[src/ac_defines.svh]
// ============================================================
// word width, multiply step count and opcode field values
// for the accumulator section
// ============================================================

`ifndef AC_DEFINES_SVH
`define AC_DEFINES_SVH

// data path sizes
`define AC_WORD_W       12
`define AC_MUL_STEPS    12

// major opcode, instruction bits 0 to 2
`define AC_OP_AND       3'o0
`define AC_OP_TAD       3'o1
`define AC_OP_DCA       3'o3
`define AC_OP_OPR       3'o7

// EAE code field of MUL (7405), instruction bits 8 to 10
`define AC_MUL_CODE     3'b010

`define AC_RESET_WORD   12'o0000

`endif

[src/ac_pkg.sv]
// ============================================================
// shared types of the accumulator section
// word and instruction types, class and phase enums
// ============================================================

`include "ac_defines.svh"

package ac_pkg;

    // bit 0 is the most significant bit, as on the original machine
    typedef logic [0:`AC_WORD_W-1] word_t;

    // link in bit 0, ac in bits 1 to 12
    typedef logic [0:`AC_WORD_W]   link_word_t;

    typedef logic [0:`AC_WORD_W-1] instr_t;

    typedef enum logic [2:0] {
        OPC_NONE,   // dropped or unsupported
        OPC_AND,
        OPC_TAD,
        OPC_DCA,
        OPC_OPR1,   // group-1 operate
        OPC_OPR3    // group-3 mq and eae
    } op_class_e;

    typedef enum logic [2:0] {
        PH_IDLE,
        PH_1,
        PH_2,
        PH_3,
        PH_MUL      // waiting on the multiplier
    } phase_e;

endpackage

[src/ac_sequencer.sv]
// ============================================================
// instruction register, class decode and phase sequencer
// issues the multiply start and waits for its finish
// ============================================================

`include "ac_defines.svh"

module ac_sequencer (
    input  logic              clk,
    input  logic              reset,
    input  logic              start,
    input  ac_pkg::instr_t    instr,
    input  logic              mul_done,
    output ac_pkg::phase_e    phase,
    output ac_pkg::op_class_e op_class,
    output ac_pkg::instr_t    instr_q,
    output logic              mul_start,
    output logic              busy,
    output logic              done
);

    logic accept;
    logic is_mul;

    assign busy   = (phase != ac_pkg::PH_IDLE) || done; // covers the done cycle
    assign accept = start && !busy;                     // start while busy is dropped

    always_comb
    begin
        op_class = ac_pkg::OPC_NONE;
        case (instr_q[0:2])
            `AC_OP_AND: op_class = ac_pkg::OPC_AND;
            `AC_OP_TAD: op_class = ac_pkg::OPC_TAD;
            `AC_OP_DCA: op_class = ac_pkg::OPC_DCA;
            `AC_OP_OPR:
            begin
                if (!instr_q[3])
                    op_class = ac_pkg::OPC_OPR1;
                else if (instr_q[11])
                    op_class = ac_pkg::OPC_OPR3; // group 2 stays none
            end
            default: ;
        endcase
    end

    assign is_mul    = (op_class == ac_pkg::OPC_OPR3) && (instr_q[8:10] == `AC_MUL_CODE);
    assign mul_start = (phase == ac_pkg::PH_3) && is_mul;

    always_ff @(posedge clk)
    begin
        if (reset)
        begin
            phase   <= ac_pkg::PH_IDLE;
            instr_q <= '0;
            done    <= 1'b0;
        end
        else
        begin
            done <= 1'b0;
            case (phase)
                ac_pkg::PH_IDLE:
                begin
                    if (accept)
                    begin
                        instr_q <= instr;
                        phase   <= ac_pkg::PH_1;
                    end
                end
                ac_pkg::PH_1: phase <= ac_pkg::PH_2;
                ac_pkg::PH_2: phase <= ac_pkg::PH_3;
                ac_pkg::PH_3:
                begin
                    if (is_mul)
                        phase <= ac_pkg::PH_MUL; // multiplier launched this cycle
                    else
                    begin
                        phase <= ac_pkg::PH_IDLE;
                        done  <= 1'b1;
                    end
                end
                ac_pkg::PH_MUL:
                begin
                    if (mul_done)
                    begin
                        phase <= ac_pkg::PH_IDLE;
                        done  <= 1'b1;
                    end
                end
                default: phase <= ac_pkg::PH_IDLE;
            endcase
        end
    end

endmodule

[src/opr1_logic.sv]
// ============================================================
// group-1 operate micro-ops, combinational
// clear and complement, increment, rotates and byte swap
// ============================================================

module opr1_logic (
    input  ac_pkg::instr_t instr_q,
    input  ac_pkg::phase_e phase,
    input  ac_pkg::word_t  ac_in,
    input  logic           l_in,
    output ac_pkg::word_t  ac_out,
    output logic           l_out
);

    ac_pkg::link_word_t inc_sum;

    assign inc_sum = {l_in, ac_in} + 1'b1; // carry ends up in the link

    always_comb
    begin
        ac_out = ac_in;
        l_out  = l_in;
        case (phase)
            ac_pkg::PH_1:
            begin
                if (instr_q[4])
                    ac_out = '0;        // cla
                if (instr_q[5])
                    l_out = 1'b0;       // cll
                if (instr_q[6])
                    ac_out = ~ac_out;   // cma, after the clear
                if (instr_q[7])
                    l_out = ~l_out;     // cml
            end
            ac_pkg::PH_2:
            begin
                if (instr_q[11])
                    {l_out, ac_out} = inc_sum; // iac
            end
            ac_pkg::PH_3:
            begin
                case (instr_q[8:10])
                    3'b001: ac_out = {ac_in[6:11], ac_in[0:5]}; // bsw
                    3'b010:                                     // ral
                    begin
                        ac_out = {ac_in[1:11], l_in};
                        l_out  = ac_in[0];
                    end
                    3'b011:                                     // rtl
                    begin
                        ac_out = {ac_in[2:11], l_in, ac_in[0]};
                        l_out  = ac_in[1];
                    end
                    3'b100:                                     // rar
                    begin
                        ac_out = {l_in, ac_in[0:10]};
                        l_out  = ac_in[11];
                    end
                    3'b101:                                     // rtr
                    begin
                        ac_out = {ac_in[11], l_in, ac_in[0:9]};
                        l_out  = ac_in[10];
                    end
                    default: ; // no rotate
                endcase
            end
            default: ;
        endcase
    end

endmodule

[src/eae_multiplier.sv]
// ============================================================
// EAE multiplier, one shift-and-add step per cycle
// product is mq * multiplicand + ac
// ============================================================

`include "ac_defines.svh"

module eae_multiplier (
    input  logic          clk,
    input  logic          reset,
    input  logic          mul_start,
    input  ac_pkg::word_t multiplicand,
    input  ac_pkg::word_t mq_in,
    input  ac_pkg::word_t ac_in,
    output ac_pkg::word_t prod_hi,
    output ac_pkg::word_t prod_lo,
    output logic          mul_done
);

    localparam int CNT_W = $clog2(`AC_MUL_STEPS + 1);

    logic [CNT_W-1:0]   step_cnt;     // steps still to go
    ac_pkg::word_t      mcand;
    ac_pkg::word_t      hi;
    ac_pkg::word_t      lo;
    ac_pkg::link_word_t sum;          // carry in bit 0

    // add the multiplicand when the low bit of mq is set
    assign sum = {1'b0, hi} + (lo[11] ? {1'b0, mcand} : '0);

    // result of the current step, taken by the datapath on the last one
    assign prod_hi  = sum[0:11];
    assign prod_lo  = {sum[12], lo[0:10]};
    assign mul_done = (step_cnt == CNT_W'(1));

    always_ff @(posedge clk)
    begin
        if (reset)
            step_cnt <= '0;
        else if (mul_start)
            step_cnt <= CNT_W'(`AC_MUL_STEPS);
        else if (step_cnt != '0)
            step_cnt <= step_cnt - 1'b1;
    end

    always_ff @(posedge clk)
    begin
        if (mul_start)
        begin
            mcand <= multiplicand;
            hi    <= ac_in;        // ac lands in the low half after 12 shifts
            lo    <= mq_in;
        end
        else if (step_cnt != '0)
        begin
            hi <= prod_hi;         // shift the 25-bit pair right
            lo <= prod_lo;
        end
    end

endmodule

[src/ac_datapath.sv]
// ============================================================
// ac, link and mq registers with per-phase source select
// memory reference, group-3 mq moves and multiply result
// ============================================================

`include "ac_defines.svh"

module ac_datapath (
    input  logic              clk,
    input  logic              reset,
    input  logic              start,
    input  ac_pkg::phase_e    phase,
    input  ac_pkg::op_class_e op_class,
    input  ac_pkg::instr_t    instr_q,
    input  ac_pkg::word_t     operand,
    input  ac_pkg::word_t     opr_ac,
    input  logic              opr_l,
    input  ac_pkg::word_t     prod_hi,
    input  ac_pkg::word_t     prod_lo,
    input  logic              mul_done,
    output ac_pkg::word_t     ac,
    output ac_pkg::word_t     mq,
    output ac_pkg::word_t     operand_q,
    output logic              l
);

    logic opr1_active;

    assign opr1_active = (op_class == ac_pkg::OPC_OPR1) &&
                         (phase inside {ac_pkg::PH_1, ac_pkg::PH_2, ac_pkg::PH_3});

    // only a start seen in idle loads a new operand
    always_ff @(posedge clk)
    begin
        if (start && (phase == ac_pkg::PH_IDLE))
            operand_q <= operand;
    end

    always_ff @(posedge clk)
    begin
        if (reset)
        begin
            ac <= `AC_RESET_WORD;
            mq <= `AC_RESET_WORD;
            l  <= 1'b0;
        end
        else if (mul_done)
        begin
            ac <= prod_hi;
            mq <= prod_lo;
            l  <= 1'b0;
        end
        else if (opr1_active)
        begin
            ac <= opr_ac;       // operate logic already sequenced by phase
            l  <= opr_l;
        end
        else if ((phase == ac_pkg::PH_1) && (op_class == ac_pkg::OPC_OPR3))
        begin
            case ({instr_q[4], instr_q[5], instr_q[7]}) // cla, mqa, mql
                3'b001: {ac, mq} <= {`AC_RESET_WORD, ac}; // mql
                3'b010: ac <= ac | mq;                    // mqa
                3'b011: {ac, mq} <= {mq, ac};             // swp
                3'b100: ac <= `AC_RESET_WORD;             // cla
                3'b101: {ac, mq} <= '0;                   // cam
                3'b110: ac <= mq;                         // acl
                3'b111: {ac, mq} <= {mq, `AC_RESET_WORD}; // cla swp
                default: ;
            endcase
        end
        else if ((phase == ac_pkg::PH_2) && (op_class == ac_pkg::OPC_AND))
            ac <= ac & operand_q;
        else if ((phase == ac_pkg::PH_2) && (op_class == ac_pkg::OPC_TAD))
            {l, ac} <= {l, ac} + {1'b0, operand_q}; // carry flips the link
        else if ((phase == ac_pkg::PH_3) && (op_class == ac_pkg::OPC_DCA))
            ac <= `AC_RESET_WORD; // store happens outside, ac cleared
    end

endmodule

[src/ac_unit_top.sv]
// ============================================================
// accumulator section top level
// sequencer, datapath, group-1 logic and EAE multiplier
// ============================================================

module ac_unit_top (
    input  logic           clk,
    input  logic           reset,
    input  logic           start,
    input  ac_pkg::instr_t instr,
    input  ac_pkg::word_t  operand,
    output ac_pkg::word_t  ac,
    output ac_pkg::word_t  mq,
    output logic           l,
    output logic           busy,
    output logic           done
);

    ac_pkg::phase_e    phase;
    ac_pkg::op_class_e op_class;
    ac_pkg::instr_t    instr_q;
    ac_pkg::word_t     operand_q;
    ac_pkg::word_t     opr_ac;
    ac_pkg::word_t     prod_hi;
    ac_pkg::word_t     prod_lo;
    logic              opr_l;
    logic              mul_start;
    logic              mul_done;

    ac_sequencer u_seq (
        .clk(clk), .reset(reset), .start(start), .instr(instr), .mul_done(mul_done),
        .phase(phase), .op_class(op_class), .instr_q(instr_q),
        .mul_start(mul_start), .busy(busy), .done(done)
    );

    opr1_logic u_opr1 (
        .instr_q(instr_q), .phase(phase), .ac_in(ac), .l_in(l),
        .ac_out(opr_ac), .l_out(opr_l)
    );

    eae_multiplier u_mul (
        .clk(clk), .reset(reset), .mul_start(mul_start), .multiplicand(operand_q),
        .mq_in(mq), .ac_in(ac), .prod_hi(prod_hi), .prod_lo(prod_lo), .mul_done(mul_done)
    );

    ac_datapath u_dp (
        .clk(clk), .reset(reset), .start(start), .phase(phase), .op_class(op_class),
        .instr_q(instr_q), .operand(operand), .opr_ac(opr_ac), .opr_l(opr_l),
        .prod_hi(prod_hi), .prod_lo(prod_lo), .mul_done(mul_done),
        .ac(ac), .mq(mq), .operand_q(operand_q), .l(l)
    );

endmodule

[config.mk]
export PLATFORM = sky130hd
export DESIGN_NAME = ac_unit_top
export DESIGN_NICKNAME = d
export VERILOG_FILES = /design/src/ac_pkg.sv /design/src/ac_sequencer.sv /design/src/opr1_logic.sv /design/src/eae_multiplier.sv /design/src/ac_datapath.sv /design/src/ac_unit_top.sv
export VERILOG_INCLUDE_DIRS = /design/src
export SDC_FILE = /design/constraint.sdc
export NUM_CORES = 1
export LEC_CHECK = 0
export ABC_AREA = 1
export BUFFER_PORTS_ARGS = -buffer_cell sky130_fd_sc_hd__buf_4
export CAP_MARGIN = 20
export CORE_MARGIN = 8
export CORE_UTILIZATION = 45
export CTS_CLUSTER_DIAMETER = 120
export DETAILED_ROUTE_END_ITERATION = 16
export PLACE_DENSITY_LB_ADDON = 0.15
export SYNTH_ARGS = -nofsm -noshare
export SYNTH_HDL_FRONTEND = slang
export SYNTH_SLANG_ARGS = --single-unit
[constraint.sdc]
create_clock -name clk -period 2.9 [get_ports clk]
set_input_delay 0 -clock clk [delete_from_list [all_inputs] [get_ports clk]]
set_output_delay 0 -clock clk [all_outputs]
set_load 0.03 [all_outputs]
======== Word-level counts from Yosys, hierarchy flattened ========
Cells that the tools add are included.
word-level totals
  output and inout bits ................... 27
  input port bits ......................... 27
  register bits after elaboration ......... 93
  word-level logic and storage cells ...... 133
cells by class
  mux-type cells .......................... 44
  add/sub/neg operators ................... 4
  reductions and logical operators ........ 32
  bitwise logic cells ..................... 4
  equal/unequal tests ..................... 37
operators by type and width
  cell                                            count
  two-way mux 12 bit                              18
  case mux 12 bit (3 select lines)                2
  case mux 12 bit (5 select lines)                1
  == test 3 bit (second input constant)           10
  == test 3 x 2 -> 1 bit (second input constant)  9
  case mux 12 bit (2 select lines)                1
  == test 3 x 1 -> 1 bit (second input constant)  5
  two-way mux 3 bit                               5
  case mux 3 bit (5 select lines)                 1
  adder 12 x 13 -> 13 bit                         1
  adder 13 x 1 -> 13 bit (second input constant)  1
  adder 13 x 12 -> 13 bit                         1
  bitwise AND 12 bit                              1
  inverter 12 bit                                 1
  bitwise OR 12 bit                               1
  case mux 3 bit (4 select lines)                 1
  two-way mux 1 bit                               10
  logical AND 1 bit                               9
  nonzero test 3 bit                              3
  two-way mux 4 bit                               2
  inequality test 4 bit (second input constant)   2
  inequality test 8 bit (second input constant)   1
  OR reduction 2 bit                              4
  zero test 3 bit                                 2
  22 further kinds                                29

======== Logic depth before layout (Yosys ltp) ========
Gate-level depths: netlist of run 1.
  depth in word-level cells ............... 11
  gate-level depth with buffers ........... 15

======== Hierarchy ========
From an unflattened synthesis of run 1, not the netlist that was laid out.
unflattened totals
  cell total of the unflattened synthesis .. 1196
  area total of the unflattened synthesis .. 7606.0 um2
by module, submodules not included
  module          times used  cells each  area each (um2)
  ac_datapath     1           401         2713.9
  eae_multiplier  1           305         2453.6
  opr1_logic      1           374         1682.9
  ac_sequencer    1           116         755.7

======== Worst setup path after synthesis of run 1 ========
OpenSTA, ideal clock, no wires.
  kind .................................... register to register
  start ................................... register u_seq.instr_q[3]
  end ..................................... register u_mul.hi[0], enable pin
  stages on the path, launching flop included .. 9
  setup time .............................. 489 ps
  slack ................................... 659 ps
  arrival time ............................ 1753 ps
  cell sequence ........................... dfxtp_1 inv_2 nand2_1 nor2_2 nand2_1 nor2_2 inv_1 clkbuf_1 nand3_1
on the way
  cells in the longest elaborated chain, start to end .. 4
ends and longest elaborated chain
  element                       RTL line              RTL
  start, declared               ac_sequencer.sv:16    output ac_pkg::instr_t instr_q,
  start signal, assigned        ac_sequencer.sv:65    instr_q <= instr;
  == test 3 x 2 -> 1 bit        -
  logical AND 1 bit             ac_sequencer.sv:46    assign is_mul = (op_class == ac_pkg::OPC_OPR3) && (instr_q[8:10] == `AC_MUL_CODE);
  logical AND 1 bit             ac_sequencer.sv:47    assign mul_start = (phase == ac_pkg::PH_3) && is_mul;
  nonzero test 2 bit (no line)  -
  end signal, assigned          eae_multiplier.sv:51  hi <= ac_in;
  end signal, assigned          eae_multiplier.sv:56  hi <= prod_hi;
  end, declared                 eae_multiplier.sv:24  ac_pkg::word_t hi;
No other way between the ends.
A chain may end at the register's enable or synchronous reset.

======== Worst setup path in the final report of run 1 ========
  start ................................... register u_mul.lo[0]
  end ..................................... register u_mul.hi[7], data pin
on the way
  cells in the longest elaborated chain, start to end .. 4
ends and longest elaborated chain
  element                  RTL line              RTL
  start, declared          eae_multiplier.sv:25  ac_pkg::word_t lo;
  start signal, assigned   eae_multiplier.sv:52  lo <= mq_in;
  start signal, assigned   eae_multiplier.sv:57  lo <= prod_lo;
  two-way mux 12 bit       eae_multiplier.sv:29  assign sum = {1'b0, hi} + (lo[11] ? {1'b0, mcand} : '0);
  adder 12 x 13 -> 13 bit  eae_multiplier.sv:29
  two-way mux 12 bit       eae_multiplier.sv:54  else if (step_cnt != '0)
  two-way mux 12 bit       eae_multiplier.sv:48  if (mul_start)
No other way between the ends. The select of a mux whose other input is x is not followed.

==> results of run 1 <==
report_power, final:
group	total, uW	leakage [uW]	switching, uW	internal, uW
logic	4370	0.00271	2940	1430
clock network	1230	0.000148	554	678
registers	2300	0.000828	363	1930
synthesized netlist by cell type:
library cell / instances / area, um^2
a211oi_1: 2 / 15.0
a21o_1: 1 / 7.51
a21oi_1: 69 / 345
a21oi_2: 2 / 17.5
a22oi_1: 8 / 60.1
a31oi_1: 11 / 68.8
and2_1: 1 / 6.26
and3_1: 1 / 6.26
buf_2: 12 / 60.1
buf_4: 2 / 15.0
buf_6: 2 / 22.5
clkbuf_1: 31 / 116
clkinv_1: 3 / 11.3
dfxtp_1: 45 / 901
edfxtp_1: 48 / 1440
fa_1: 2 / 40.0
ha_1: 27 / 338
inv_1: 138 / 518
inv_2: 4 / 15.0
inv_4: 1 / 6.26
mux2i_1: 1 / 10.0
nand2_1: 252 / 946
nand2_2: 3 / 18.8
nand2_4: 2 / 22.5
nand3_1: 107 / 536
nand3_2: 2 / 20.0
nand3_4: 1 / 17.5
nand3b_1: 9 / 67.6
nand4_1: 20 / 125
nor2_1: 75 / 282
nor2_2: 4 / 25.0
nor2_4: 2 / 22.5
nor3_1: 8 / 40.0
o211ai_1: 5 / 37.5
o21a_1: 1 / 7.51
o21ai_0: 102 / 510
o21ai_1: 8 / 40.0
o21ai_2: 3 / 26.3
o21bai_1: 5 / 37.5
o22ai_1: 5 / 31.3
o31ai_1: 1 / 7.51
or2_2: 2 / 12.5
xnor2_1: 1 / 8.76
xor2_1: 12 / 105
layer usage:
layer | vias to the layer above | GRT usage [%] | share of wire, %
met2 | 315 | 37.6 | 45
met3 | 46 | 4.89 | 8.9
met5 | - | 0 | 0
met4 | 0 | 7.37 | 2.6
li1 | 3593 | - | -
met1 | 3340 | 32.1 | 44
timing repair:
item	in CTS	in global routing
setup endpoints to repair	0	0
endpoints found under the hold margin	30	0
hold buffers	25	0
kinds of logic (layout without fill, tap and decap cells):
family	count (synthesis)	count (layout)	share of synthesized area (%)
xor gates and xnor gates	13	13	1.63
buffers and inverters	193	262	11.0
muxes	1	1	0.144
DFF	93	93	33.6
adders and majority gates	29	29	5.42
AOI/OAI and AO/OA	223	223	17.4
and+or+nand+nor	489	489	30.8
flip-flops by register name (all words and copies together), names as in the netlist:
register        cells
u_dp.mq            12
u_seq.phase         3
u_mul.lo           12
u_dp.ac            12
u_dp.l              1
u_seq.done          1
u_dp.operand_q     12
u_mul.step_cnt      4
u_mul.mcand        12
u_mul.hi           12
u_seq.instr_q      12
worst max-delay path by stage:
stage                      start     endpoint  slack, ns  cells after the start
2_1_floorplan   u_seq.instr_q[3]  u_mul.hi[0]       0.66                      8
3_3_place_gp   u_dp.operand_q[0]       u_dp.l       0.62                     13
3_5_place_dp   u_dp.operand_q[0]       u_dp.l       0.63                     13
4_1_cts        u_dp.operand_q[0]       u_dp.l       0.61                     13
5_1_grt           u_seq.phase[1]   u_dp.mq[2]       0.33                      8
6_report             u_mul.lo[0]  u_mul.hi[7]       0.59                     11
cell type report:
cell class / instances / share of cell area [%]
well taps: 188 / 2.90
flip-flops and latches: 93 / 28.9
inverters: 146 / 6.80
multi-input cells: 755 / 47.7
clock buffers: 10 / 2.83
clock inverters: 6 / 0.834
repair buffers: 100 / 10.0
worst max-delay path, stage by stage (launching register included):
cell      delay (ns)
edfxtp_1        0.54
nand2_1         0.11
inv_1           0.05
ha_1            0.23
fa_1            0.46
nand3_1         0.10
nand2_1         0.11
nand2_1         0.08
nand2_1         0.06
nor2_1          0.12
nand3b_1        0.11
o21ai_0         0.07
cell usage in the layout, fill, tap and decap left out, types with 3 or more instances in the layout:
master,n
clkbuf_16,9
o21ai_1,8
nand3_1,107
inv_2,4
a21oi_1,69
xor2_1,12
o21ai_0,102
ha_1,27
dlygate4sd3_1,25
nand3b_1,9
o211ai_1,5
clkinv_1,3
a31oi_1,11
inv_1,138
inv_6,3
nor2_1,75
nand2_2,3
o21ai_2,3
nand2_1,252
nand4_1,20
a22oi_1,8
dfxtp_1,45
nor2_2,4
edfxtp_1,48
o21bai_1,5
o22ai_1,5
buf_4,75
nor3_1,8
per-stage QoR:
| stage | worst slack, ns | hold WS [ns] | instances |
|---|---|---|---|
| 2_1_floorplan | 0.659 | 0.0989 | 1041 |
| 3_3_place_gp | 0.616 | 0.179 | 1257 |
| 3_5_place_dp | 0.632 | 0.180 | 1257 |
| 5_1_grt | 0.327 | 0.209 | 1298 |
| 4_1_cts | 0.607 | 0.137 | 1298 |
| 6_report | 0.588 | 0.148 | 1298 |
==> run metrics, run 1 <==
Wirelength per Cell=between 15 and 20 um; Setup TNS Final=0 ns; # setup viols final=0; share of layout cells above drive strength 1=10.5%; pin count of the biggest net entering global routing=43; period utilization=between 70% and 80%; min cycle time layout=around 2.3 ns; Final GP Congestion=between 0.9 and 1; Critical Path RT=2.99 ns; starting density of the core=46.0%; syn avg cell area=~6.7 um^2; worst vdd ir=between 0.0005 and 0.0006 V; first-pass GRT wire length=between 30000 and 40000 um; Seq/Total Area, Yosys=approximately a third; Post-Syn Instances=1041; worst r2r path cells=11; Port Buffer Count=53; Yosys reg bits=93; DP Area=around 7600 um^2; CP Launch Type=flip-flop; clk sink count=93; worst setup path class=flip-flop to flip-flop; HP Start=start; Post-Syn Nets=1097; H-Tree Depth=3; FF/Latch Area=between 2000 and 2500 um^2; synthesized area=roughly 7000 um^2; max frequency=between 0.4 and 0.5 GHz; fin nets=approximately 1200; Via density=between 5 and 6; grt total ovfl=0; Data arrival, critical path=2.40 ns; Multi-input gate area=slightly below 4000 um^2; synth warn=0; RSZ-0062 raised after global routing=no; Clock Skews=0.0137 ns; number of inserted diodes=0; utilization after layout=53.5%; final max-slew violation count=0; Iter 0 DRT Violations=between 700 and 800; IO Pins=54; endpoints failing hold=0; DRC viols=0; Clock Pin Slew Worst Setup and Hold Paths=0.07 ns; Core ar.=around 15000 um^2; Initial DRT Pass Iterations=6; PD cells=between 900 and 1000 nW/um^2; DP Wirelength=between 15000 and 20000 um; static leakage power=between 0.003 and 0.004 uW; Worst Max-Slew Pin Slew=0.999 ns; number of global-route vias before repair=between 6000 and 7000; CTS root buffer=clkbuf_16; die height=140 um; Die W=around 140 um; initial antenna violation count=0; Final Cell Area=between 8000 and 9000 um^2; run status=completed; R2R Setup Slk=slightly below 0.6 ns; Hold Crit Class=input port to flip-flop; Hold EP=u_seq.phase[0]; GRT Util Overall=23.9%; setup bufs post-CTS=0; Vias=about 7300; num rows=45; WL final=about 24000 um; worst skew pair latency=between 0.3 and 0.4 ns; Crit Path Max Fanout=12; capturing point of the worst reg2reg path=u_mul.hi[7]; CTS buffer count=9; nature of the critical path endpoint=flip-flop; max cap viols=0; Reg2Reg Launch Point=u_mul.lo[0]; Pwr Total=just under 8000 uW; Slew HR=between 30% and 40%; post-CTS sizing=0; Distinct cells, synth=44; Fill cells=1523; Min-Delay Path Depth=5; CTS tree=done; clk buf depth=2; Area Growth Syn to Fin=16.2%; Die ar.=about 20000 um^2; remaining antenna violation count=0
No activity file was read; power rests on OpenSTA's default activity.
==> run 2: changes to the inputs <==
==> constraint.sdc (replaced) <==
create_clock -name clk -period 2 [get_ports clk]
set_input_delay 0 -clock clk [delete_from_list [all_inputs] [get_ports clk]]
set_output_delay 0 -clock clk [all_outputs]
set_load 0.03 [all_outputs]
==> run metrics, run 2 (synthesized netlist as in run 1, its figures left out) <==
Wirelength per Cell=around 18 um; Final Cell Area=9070 um^2; static leakage power=roughly 0.0041 uW; endpoints failing hold=0; max frequency=0.487 GHz; fin nets=between 1000 and 1500; # setup viols final=7; Hold Slack=between 0.15 and 0.2 ns; Hold EP=u_seq.instr_q[10]; setup ws final=-0.0527 ns; Reg2Reg Launch Point=u_dp.operand_q[0]; Clock Pin Slew Worst Setup and Hold Paths=0.08 ns; worst skew pair latency=0.36 ns; Iter 0 DRT Violations=581; worst r2r path cells=12; first-pass GRT wire length=between 30000 and 40000 um; max cap viols=0; utilization after layout=roughly 60%; Core ar.=15100 um^2; Final GP Congestion=about 1; nature of the critical path endpoint=flip-flop; GRT Util Overall=around 25%; Setup WS pre-CTS=-0.186 ns; Via density=around 5.7; Crit Path Max Fanout=4; FF/Latch Area=about 2300 um^2; Crit path largest cell delay=~0.42 ns; grt total ovfl=0; die height=140 um; run status=complete, but fails checks; commonest non-fill, non-tap cell in the layout=nand2_1; R2R Setup Slk=-0.05 ns; worst setup path class=flip-flop to flip-flop; final max-slew violation count=0; WL final=24400 um; starting density of the core=approximately 46%; DP Area=8050 um^2; Vias=between 7000 and 8000; Multi-input gate area=roughly 4300 um^2; pin count of the biggest net entering global routing=43; clk sink count=93; Fill cells=between 1000 and 1500; Critical Path RT=between 2 and 2.5 ns; Clock Skews=approximately 0.014 ns; H-Tree Depth=3; most used cell, CP=nand3_1; Critical Path, Cell by Cell=ha_2 > fa_2 > nand2_2 > nand3_4 > nand3_1 > nand3b_1 > nand3_1 > nand2_1 > nand2_1 > nand3_1 > nor2_1 > nor2_1; Worst Max-Slew Pin Slew=~0.55 ns; Die W=between 100 and 150 um; Initial DRT Pass Iterations=8; Area Growth Syn to Fin=30.2%; CTS tree=done; CP Launch Type=flip-flop; failing checks=negative setup slack; Hold Crit Class=input port to flip-flop; remaining antenna violation count=0; commonest cells after routing, fill and taps aside=nand2_1 (234), inv_1 (133), buf_4 (132); share of layout cells above drive strength 1=approximately 22%; period utilization=103%; CTS buffer count=9; DRC viols=0; Port Buffer Count=between 50 and 60; Slew HR=~63%; number of global-route vias before repair=between 7000 and 8000; CTS root buffer=clkbuf_16; worst vdd ir=between 0.0007 and 0.0008 V; IO Pins=54; capturing point of the worst reg2reg path=u_dp.ac[8]; num rows=45; PD cells=about 1500 nW/um^2; HP Start=start; number of inserted diodes=0; initial antenna violation count=0; Die ar.=between 15000 and 20000 um^2; min cycle time layout=between 2 and 2.5 ns; Slowest-stage cell, CP=edfxtp_1; DP Wirelength=~18000 um; clk buf depth=2; RSZ-0062 raised after global routing=yes; Pwr Total=between 10000 and 15000 uW; Data arrival, critical path=about 2.3 ns; Min-Delay Path Depth=6
[run 2: per-layer routing]
layer  global-route usage (%)  share of wire [%]  up-vias
met5                        0                  0        -
met4                     10.2                3.7        0
met3                     4.76                8.5       67
met2                     38.9                 45      373
met1                     32.7                 43     3543
li1                         -                  -     3721
[run 2: area by class of cell]
type                       instances  share of cell area [%]
clock buffer                       9                    2.48
inverter                         146                    6.07
timing repair buffer             162                    14.7
tap                              188                    2.59
multi-input combinational        755                    47.4
sequential                        93                    25.8
clock inverter                     7                   0.951
[run 2: worst max-delay path by stage]
stage	cells past startpoint	startpoint	slack, ns	end
floorplan	12	u_mul.lo[0]	0.008	u_mul.hi[7]
global placement	13	u_dp.operand_q[0]	-0.12	u_dp.l
detailed placement	13	u_mul.lo[0]	-0.19	u_dp.ac[10]
CTS	11	u_mul.lo[0]	-0.05	u_mul.hi[10]
global route	12	u_mul.lo[0]	-0.17	u_dp.ac[10]
finish	12	u_dp.operand_q[0]	-0.05	u_dp.ac[8]
[run 2: where the power goes]
| part | leakage, uW | switching [uW] | internal [uW] |
|---|---|---|---|
| sequential | 0.000829 | 537 | 2810 |
| combinational | 0.00308 | 4930 | 3070 |
| clock | 0.000151 | 906 | 903 |
[run 2: critical path: cells and delay by family (launching register included)]
family,cells,cell delay [ns]
and+or+nand+nor,10,0.87
adders and majority gates,2,0.64
DFF,1,0.42
[run 2: per-stage QoR]
step	std cells	setup TNS, ns
2_1_floorplan	1041	0
3_3_place_gp	1314	-1.19
3_5_place_dp	1314	-2.24
4_1_cts	1358	-0.143
5_1_grt	1360	-1.83
6_report	1360	-0.149
[run 2: repair_timing]
item                                   in CTS  in global routing
setup buffers                               4                  2
cloned                                      0                  0
setup endpoints to repair                  21                 22
endpoints found under the hold margin      31                  0
resized for setup                          36                 70
pin swaps                                  21                 29
hold buffers                               25                  0
